<file path="config.mk">
export PLATFORM = sky130hd
export DESIGN_NAME = flash_boot
export DESIGN_NICKNAME = d
export VERILOG_FILES = /design/src/rv_pkg.sv /design/src/flash_boot.sv
export SDC_FILE = /design/constraint.sdc
export NUM_CORES = 1
export LEC_CHECK = 0
export ABC_AREA = 1
export BUFFER_PORTS_ARGS = -buffer_cell sky130_fd_sc_hd__buf_4
export CAP_MARGIN = 20
export CORE_MARGIN = 2
export CORE_UTILIZATION = 28
export CTS_CLUSTER_DIAMETER = 60
export DETAILED_ROUTE_END_ITERATION = 10
export REMOVE_ABC_BUFFERS = 1
export SKIP_CTS_REPAIR_TIMING = 1
export SYNTH_ARGS = -nofsm -noshare
export SYNTH_HDL_FRONTEND = slang
export SYNTH_SLANG_ARGS = --single-unit
</file>
<file path="constraint.sdc">
create_clock -name clk -period 7 [get_ports clk]
set_input_delay 1.05 -clock clk [delete_from_list [all_inputs] [get_ports clk]]
set_output_delay 1.05 -clock clk [all_outputs]
set_load 0.05 [all_outputs]
</file>
<file path="src/rv_pkg.sv">
/*
  Shared types of the rv32i SoC: word, register index, access types,
  the FSM state enums, the output register address and the opcodes.
*/
`default_nettype none

package rv_pkg;

  typedef logic [31:0] word_t;    // data or byte address
  typedef logic [4:0]  reg_idx_t;

  // 0 none, 1 byte, 2 half word, 3 word
  typedef logic [1:0] wtype_t;

  // low bits size as in wtype_t, bit 2 asks for sign extension
  typedef logic [2:0] rtype_t;

  typedef enum logic [2:0] {
    WAIT_POWER,
    SEND_CMD,
    SEND_ADDR,
    SHIFT,
    READ_BYTES,
    START_WRITE,
    WRITE,
    DONE
  } boot_state_t;

  typedef enum logic [2:0] {
    IDLE,
    FETCH,
    EXECUTE,
    STORE,
    LOAD,
    LOAD_DONE
  } cpu_state_t;

  localparam word_t IO_ADDR = 32'hFFFF_FFF0;  // output register

  localparam logic [6:0] OP_LUI    = 7'b0110111;
  localparam logic [6:0] OP_AUIPC  = 7'b0010111;
  localparam logic [6:0] OP_JAL    = 7'b1101111;
  localparam logic [6:0] OP_JALR   = 7'b1100111;
  localparam logic [6:0] OP_BRANCH = 7'b1100011;
  localparam logic [6:0] OP_LOAD   = 7'b0000011;
  localparam logic [6:0] OP_STORE  = 7'b0100011;
  localparam logic [6:0] OP_IMM    = 7'b0010011;
  localparam logic [6:0] OP_REG    = 7'b0110011;

endpackage

`default_nettype wire

</file>
<file path="src/flash_boot.sv">
/*
  Boot loader: power-up wait, SPI read command 3 from address 0,
  and word writes of the flash image into RAM.
*/
`timescale 1ns/10ps
`default_nettype none

module flash_boot #(
  parameter int unsigned STARTUP_WAIT = 1000000,
  parameter int unsigned BOOT_BYTES   = 1024
) (
  input  wire logic          clk,
  input  wire logic          rst_n,
  input  wire logic          flash_miso,
  input  wire logic          ram_busy,
  output logic               flash_clk,
  output logic               flash_mosi,
  output logic               flash_cs,
  output logic               boot_enable,
  output rv_pkg::wtype_t     boot_write_type,
  output rv_pkg::word_t      boot_address,
  output rv_pkg::word_t      boot_data_in,
  output logic               boot_done
);
  import rv_pkg::*;

  boot_state_t state;
  boot_state_t ret_state;   // where SHIFT goes when done
  word_t       cnt;         // wait cycles, bits left or bits read
  logic        phase;       // 0 clock low, 1 clock high
  logic [23:0] tx_sr;
  logic [7:0]  rx_sr;
  logic [1:0]  byte_cnt;
  word_t       word_buf;    // bytes gathered little-endian
  word_t       next_addr;

  always_ff @(posedge clk or negedge rst_n) begin
    if (!rst_n) begin
      state           <= WAIT_POWER;
      ret_state       <= WAIT_POWER;
      cnt             <= '0;
      phase           <= 1'b0;
      byte_cnt        <= '0;
      next_addr       <= '0;
      flash_clk       <= 1'b0;
      flash_mosi      <= 1'b0;
      flash_cs        <= 1'b1;
      boot_enable     <= 1'b0;
      boot_write_type <= '0;
      boot_done       <= 1'b0;
    end else begin
      case (state)
        WAIT_POWER: begin
          if (cnt == STARTUP_WAIT - 1) begin
            cnt   <= '0;
            state <= SEND_CMD;
          end else begin
            cnt <= cnt + 1;
          end
        end
        SEND_CMD: begin
          flash_cs  <= 1'b0;
          tx_sr     <= {8'h03, 16'h0000};  // read command
          cnt       <= 32'd8;
          ret_state <= SEND_ADDR;
          state     <= SHIFT;
        end
        SEND_ADDR: begin
          tx_sr     <= '0;                 // start address 0
          cnt       <= 32'd24;
          ret_state <= READ_BYTES;
          state     <= SHIFT;
        end
        SHIFT: begin
          if (!phase) begin
            flash_clk  <= 1'b0;
            flash_mosi <= tx_sr[23];
            tx_sr      <= {tx_sr[22:0], 1'b0};
            cnt        <= cnt - 1;
            phase      <= 1'b1;
          end else begin
            flash_clk <= 1'b1;
            phase     <= 1'b0;
            if (cnt == 0) state <= ret_state;
          end
        end
        READ_BYTES: begin
          if (!phase) begin
            flash_clk <= 1'b0;             // flash shifts out next bit
            phase     <= 1'b1;
          end else begin
            flash_clk <= 1'b1;
            phase     <= 1'b0;
            rx_sr     <= {rx_sr[6:0], flash_miso};
            cnt       <= cnt + 1;
            if (cnt[2:0] == 3'd7) begin
              word_buf <= {rx_sr[6:0], flash_miso, word_buf[31:8]};
              byte_cnt <= byte_cnt + 1;
              if (byte_cnt == 2'd3) state <= START_WRITE;
            end
          end
        end
        START_WRITE: begin
          if (!ram_busy) begin
            boot_enable     <= 1'b1;
            boot_write_type <= 2'd3;       // word
            boot_address    <= next_addr;
            boot_data_in    <= word_buf;
            next_addr       <= next_addr + 4;
            state           <= WRITE;
          end
        end
        WRITE: begin
          boot_enable <= 1'b0;
          if (next_addr == BOOT_BYTES) begin
            flash_cs  <= 1'b1;
            boot_done <= 1'b1;
            state     <= DONE;
          end else begin
            state <= READ_BYTES;
          end
        end
        default: ;                         // DONE holds
      endcase
    end
  end

  a_boot_no_busy: assert property (@(posedge clk) disable iff (!rst_n)
    boot_enable |-> !ram_busy);

endmodule

`default_nettype wire

</file>
==> results of run 1 <==
==> area by class of cell <==
cell class                      count  area (µm²)  share of cell area (%)
Multi-Input combinational cell    823        3880                    34.5
Timing Repair Buffer               76         571                    5.06
Tap cell                          455         569                    5.05
Clock inverter                     15         220                    1.95
Sequential cell                   185        5180                    46.0
Clock buffer                       17         425                    3.78
Inverter                          112         420                    3.73
==> logic make-up (layout without fill, tap and decap cells) <==
| kind of cell | Yosys count | in the layout | share of synthesized area (%) |
|---|---|---|---|
| and+or+nand+nor | 704 | 704 | 31.5 |
| DFF | 185 | 185 | 53.5 |
| buffers and inverters | 152 | 220 | 6.53 |
| AOI/OAI and AO/OA | 67 | 67 | 3.65 |
| xor gates and xnor gates | 43 | 43 | 3.89 |
| adders and majority gates | 6 | 6 | 0.776 |
| other | 1 | 2 | 0.0388 |
| muxes | 1 | 1 | 0.116 |
==> stage by stage <==
stage | utilization (%) | worst slack [ps] | power (mW)
4_1_cts | 32.8 | 4000 | 2.25
2_1_floorplan | - | 2370 | 1.17
3_3_place_gp | 30.9 | 3800 | 1.18
3_5_place_dp | 30.9 | 3760 | 1.18
5_1_grt | 32.9 | 3810 | 2.29
6_report | 32.9 | 4080 | 2.23
==> state kept, by name, indices dropped and copies added, names as in the netlist <==
| register | cells |
|---|---|
| boot_address | 30 |
| boot_data_in | 32 |
| boot_done | 1 |
| boot_enable | 1 |
| boot_write_type | 1 |
| byte_cnt | 2 |
| cnt | 32 |
| flash_clk | 1 |
| flash_cs | 1 |
| flash_mosi | 1 |
| next_addr | 30 |
| phase | 1 |
| ret_state | 2 |
| rx_sr | 7 |
| state | 3 |
| tx_sr | 8 |
| word_buf | 32 |
==> power groups by stage <==
stage	registers, mW	clock network, mW	logic [mW]
global placement	1.17	0	0.0159
detailed placement	1.17	0	0.0160
floorplan	1.17	0	0.00346
finish	1.14	1.07	0.0153
global route	1.15	1.13	0.0180
CTS	1.15	1.09	0.0160
==> worst max-delay path, delay by kind of cell, from the launching register on <==
| kind | cells | cell delay [ps] |
|---|---|---|
| buffers and inverters | 2 | 660 |
| AND/OR/NAND/NOR | 3 | 1390 |
| flip-flops | 1 | 470 |
==> worst paths after layout <==
check,from,end,slack (ps),depth (start not counted)
worst max-delay path,state[0],word_buf[30],4080,5
worst min-delay path,word_buf[7],boot_data_in[7],420,0
worst max register to register,state[0],word_buf[30],4080,5
worst min register to register,word_buf[7],boot_data_in[7],420,0
max in group asynchronous,rst_n,next_addr[21],5450,2
min in group asynchronous,rst_n,cnt[29],460,1
==> metal layers <==
layer / up-vias / part of all wire [%] / track usage [%]
met5: - / 0 / 0
met4: 0 / 1.4 / 3.25
met3: 27 / 4.2 / 1.99
met2: 171 / 46 / 21.1
met1: 3574 / 48 / 17.9
li1: 3866 / - / -
==> Yosys cell counts, drive strengths merged (2+ instances only) <==
| master | instances |
|---|---|
| a21oi | 16 |
| dfrtp | 75 |
| nand4 | 20 |
| nor2 | 218 |
| nand3 | 116 |
| clkbuf | 15 |
| a31oi | 3 |
| buf | 25 |
| o21ai | 44 |
| edfxtp | 109 |
| nor4 | 2 |
| inv | 111 |
| or2 | 2 |
| xor2 | 42 |
| ha | 6 |
| nor3 | 22 |
| nand2 | 322 |
| o21a | 2 |
==> results.yml, run 1 <==
die:
  floorplan.core_area_um2: 34300
  floorplan.io_pins: 75
  fp.dieH_um: 190
  core.rowCount: 68
  floorplan.initialDensity_pct: 28.2
  die-width_um: 190
  die-area_um2: 36000
critical_path:
  critical_path_required_ps: 7070
  slowest_stage: "sky130_fd_sc_hd__nor2_4"
  timing.setup.critical_path_class: "reg2reg"
  timing.critical_path.to_type: "flip-flop"
  critical_path.startpoint_type: "flip-flop"
  worstPathMaxFanout: 32
  critical_path.max_stage_delay_ps: 750
  crit_arrival_ps: 3000
  crit_path_cell_trace: "inv_2, nand3_2, clkinv_1, nand3_1, nor2_4"
power:
  sw_share_pct: 25.5
  internal-power_mw: 1.66
  clock_power_share_pct: 47.9
  power.share.sequential_pct: 51.4
  powerDensity_nw_per_um2: 198
  netSwitchingPower_mw: 0.568
  combinational_group_share_of_total_power_pct: 0.7
  p_leak_nw: 4.82
  ir_drop_mv: 0.167
sta:
  post-route-period-util_pct: 41.8
  report.final.hold_viol_count: 0
  fmaxAchievable_mhz: 342
  finalSetupTns_ps: 0
  timing.max_slew.rel_slack_pct: 40.5
  rsz0062_at_grt: "false"
  report.final.setup_viol: 0
  final_period_minus_worst_setup_slack_ps: 2920
  timing.hold.ws_ps: 421
  timing.final.max_slew_violations: 0
  worst_pin_slew_ps: 891
  finalClockSkew_ps: 26.9
cts:
  cts_num_sinks: 185
  clkLatencyLatePin_ps: 460
  htreeDepth: 4
  cts.reportedPaths.clkPinSlew_ps: 80
  cts_tree: "built"
  clk_root_buffer_cell: "sky130_fd_sc_hd__clkbuf_16"
  cts_max_path_buffers: 2
  cts_buffers: 17
placed_design:
  portBuffers: 72
  dpl_cell_area_um2: 10600
  estimated_wirelength_of_the_detail_placed_design_um: 16400
  globalplace.congestion: 0.935
  place_inst: 1650
layout:
  layout.cells.most_common: "sky130_fd_sc_hd__nand2_1"
  stdcell_count: 1683
  final.fill_count: 3529
  area_grow_syn2layout_pct: 16.5
  antenna_cells: 0
  fraction_of_layout_instances_using_a_drive_strength_above_1_pct: 12.5
  layout.cell_area.non_filler_um2: 11300
  design.final.nets: 1225
  most-common-layout-cells: "315 x sky130_fd_sc_hd__nand2_1, 198 x sky130_fd_sc_hd__nor2_1, 112 x sky130_fd_sc_hd__nand3_1"
grt:
  initial_antenna_violation_count: 0
  grt.overflow.total: 0
  vias_in_the_first_global_route: 7169
  grt_first_pass_wirelength_um: 37200
  grtUsageTotal_pct: 12.9
  pin_count_of_the_biggest_net_entering_global_routing: 59
logic_synthesis:
  synth_edf_count: 109
  synth_flop_cell: "sky130_fd_sc_hd__edfxtp_1"
  synth-seq-cells: 185
  synth_warnings: 0
  syn-instance-count: 1159
  synthArstFlopShare_pct: 41.1
  netlist.top_cell.by_area: "sky130_fd_sc_hd__edfxtp_1"
  unique_masters_post_synth: 41
  syn-mean-instance-area_um2: 8.34
  synth_top_area_cells: "sky130_fd_sc_hd__edfxtp_1 34%, sky130_fd_sc_hd__dfrtp_1 19%, sky130_fd_sc_hd__nand2_1 12%, sky130_fd_sc_hd__nor2_1 7.8%, sky130_fd_sc_hd__nand3_1 5.8%"
  synth.yosys.seq_area_share_pct: 53.5
  synthDominantCellAreaShare_pct: 33.8
  synth_area_um2: 9670
flow_run:
  maxCapViolations: 0
route:
  detail_route.first_pass.iterations: 5
  wl_per_cell_um: 13.6
  ant_nets: 0
  postRouteWirelength_um: 22800
  drt_first_iter_violations: 493
  route.vias.total: 7638
  route.detailed.drc: 0
  viasPerCell: 4.54
status:
  outcome: "finished, final reports clean"
hold_path:
  holdCritPathClass: "reg2reg"
Power figures use the tool's default switching activity.
==> run 2: changes to the inputs <==
- clock period: 7 -> 2.98 ns (I/O delays scaled with it)
==> results.yml, run 2 (synthesized netlist as in run 1, its figures left out) <==
layout:
  area_grow_syn2layout_pct: 16.2
  ff_latch_area_um2: 5180
  footprint_of_the_multi_input_gates_um2: 3880
  fraction_of_layout_instances_using_a_drive_strength_above_1_pct: 12.6
  antenna_cells: 0
  most-common-layout-cells: "315 x sky130_fd_sc_hd__nand2_1, 198 x sky130_fd_sc_hd__nor2_1, 112 x sky130_fd_sc_hd__nand3_1"
  top_regs: "boot_data_in (32), cnt (32), word_buf (32)"
  layout.cell_area.non_filler_um2: 11200
  design.final.nets: 1230
  final.fill_count: 3592
  layout.cells.most_common: "sky130_fd_sc_hd__nand2_1"
flow_run:
  maxCapViolations: 0
critical_path:
  timing.critical_path.to_type: "flip-flop"
  worstPathMaxFanout: 12
  critical_path.startpoint_type: "flip-flop"
  crit_arrival_ps: 2670
  timing.setup.critical_path_class: "reg2reg"
  r2r_setup_slack_ps: 670
  critical_path_required_ps: 3340
route:
  viasPerCell: 4.67
  wl_per_cell_um: 13.9
  route.detailed.drc: 0
  route.vias.total: 7886
  drt_first_iter_violations: 703
  met2_length_um: 10900
  routedLengthMet1_um: 11100
  ant_nets: 0
  detail_route.first_pass.iterations: 5
  postRouteWirelength_um: 23500
  topRoutingLayerUsed: "met4"
  wl_met3_um: 1110
placed_design:
  portBuffers: 72
  estimated_wirelength_of_the_detail_placed_design_um: 17200
  dp_slack_ps: 728
  dpl_cell_area_um2: 10700
  globalplace.congestion: 0.928
sta:
  finalSetupTns_ps: 0
  finalClockSkew_ps: 20.5
  final_period_minus_worst_setup_slack_ps: 2310
  worst_pin_slew_ps: 890
  report.final.setup_viol: 0
  rsz0062_at_grt: "false"
  setup_slack_of_the_critical_path_after_layout_ps: 671
  report.final.hold_viol_count: 0
  post-route-period-util_pct: 77.5
  timing.max_slew.rel_slack_pct: 40.5
  fmaxAchievable_mhz: 433
  timing.final.max_slew_violations: 0
power:
  powerDensity_nw_per_um2: 437
  p_leak_nw: 4.81
  power.share.sequential_pct: 54.8
  netSwitchingPower_mw: 1.11
  combinational_group_share_of_total_power_pct: 0.8
  internal-power_mw: 3.80
  totalPowerFinal_mw: 4.91
  sw_share_pct: 22.6
  ir_drop_mv: 0.343
  clock_power_share_pct: 44.5
cts:
  htreeDepth: 4
  cts.reportedPaths.clkPinSlew_ps: 90
  cts_max_path_buffers: 2
  cts_buffers: 17
  cts_num_sinks: 185
  clkLatencyLatePin_ps: 440
  clk_root_buffer_cell: "sky130_fd_sc_hd__clkbuf_16"
  cts_tree: "built"
die:
  floorplan.io_pins: 75
  core.rowCount: 68
  die-width_um: 190
  die-area_um2: 36000
  floorplan.initialDensity_pct: 28.2
  floorplan.core_area_um2: 34300
  fp.dieH_um: 190
grt:
  grt_first_pass_wirelength_um: 38700
  vias_in_the_first_global_route: 7505
  initial_antenna_violation_count: 0
  grt.overflow.total: 0
  grtUsageTotal_pct: 13.5
  pin_count_of_the_biggest_net_entering_global_routing: 64
hold_path:
  holdCritPathClass: "in2reg"
status:
  outcome: "finished, final reports clean"
run 2: critical path, stage by stage (launching register included):
cell,delay [ps]
sky130_fd_sc_hd__dfrtp_1,440
sky130_fd_sc_hd__inv_2,150
sky130_fd_sc_hd__nor2_2,70
sky130_fd_sc_hd__nand2_1,400
sky130_fd_sc_hd__nand2_4,150
sky130_fd_sc_hd__nor2_4,340
sky130_fd_sc_hd__o21ai_2,150
sky130_fd_sc_hd__nand2_1,270
sky130_fd_sc_hd__nand2_1,100
sky130_fd_sc_hd__a21oi_1,140
run 2: path summary, 6_finish.rpt:
check,start,to,cells after the start
setup / recovery,state[1],cnt[2],9
hold / removal,flash_miso,word_buf[24],1
setup reg to reg,state[1],cnt[2],9
hold reg to reg,word_buf[0],boot_data_in[0],0
max in group asynchronous,rst_n,next_addr[8],3
min in group asynchronous,rst_n,cnt[29],2
run 2: power by group through the flow:
stage / clock network (mW) / registers (mW) / logic [mW]
global route: 2.34 / 2.69 / 0.0437
CTS: 2.23 / 2.69 / 0.0392
finish: 2.18 / 2.69 / 0.0377
detailed placement: 0 / 2.75 / 0.0395
floorplan: 0 / 2.75 / 0.00813
global placement: 0 / 2.75 / 0.0388
run 2: cell type report:
cell class,count,share of cell area (%)
clock buffer,18,3.82
clock inverter,14,1.21
inverter,112,3.74
multi-input combinational,823,34.6
sequential,185,46.1
tap,455,5.07
timing repair buffer,81,5.55
run 2: layer usage:
| metal | global-route usage (%) | vias to the layer above |
|---|---|---|
| met5 | 0 | - |
| met4 | 4.23 | 0 |
| met3 | 2.08 | 34 |
| met2 | 21.9 | 213 |
| met1 | 18.5 | 3780 |
| li1 | - | 3859 |
run 2: stage by stage:
step | std cells | hold WS (ps) | utilization, %
CTS | 1687 | -143 | 32.7
finish | 1688 | 214 | 32.8
floorplan | 1120 | 151 | -
detailed placement | 1655 | 336 | 31.1
global route | 1688 | 195 | 32.8
global placement | 1655 | 336 | 31.1
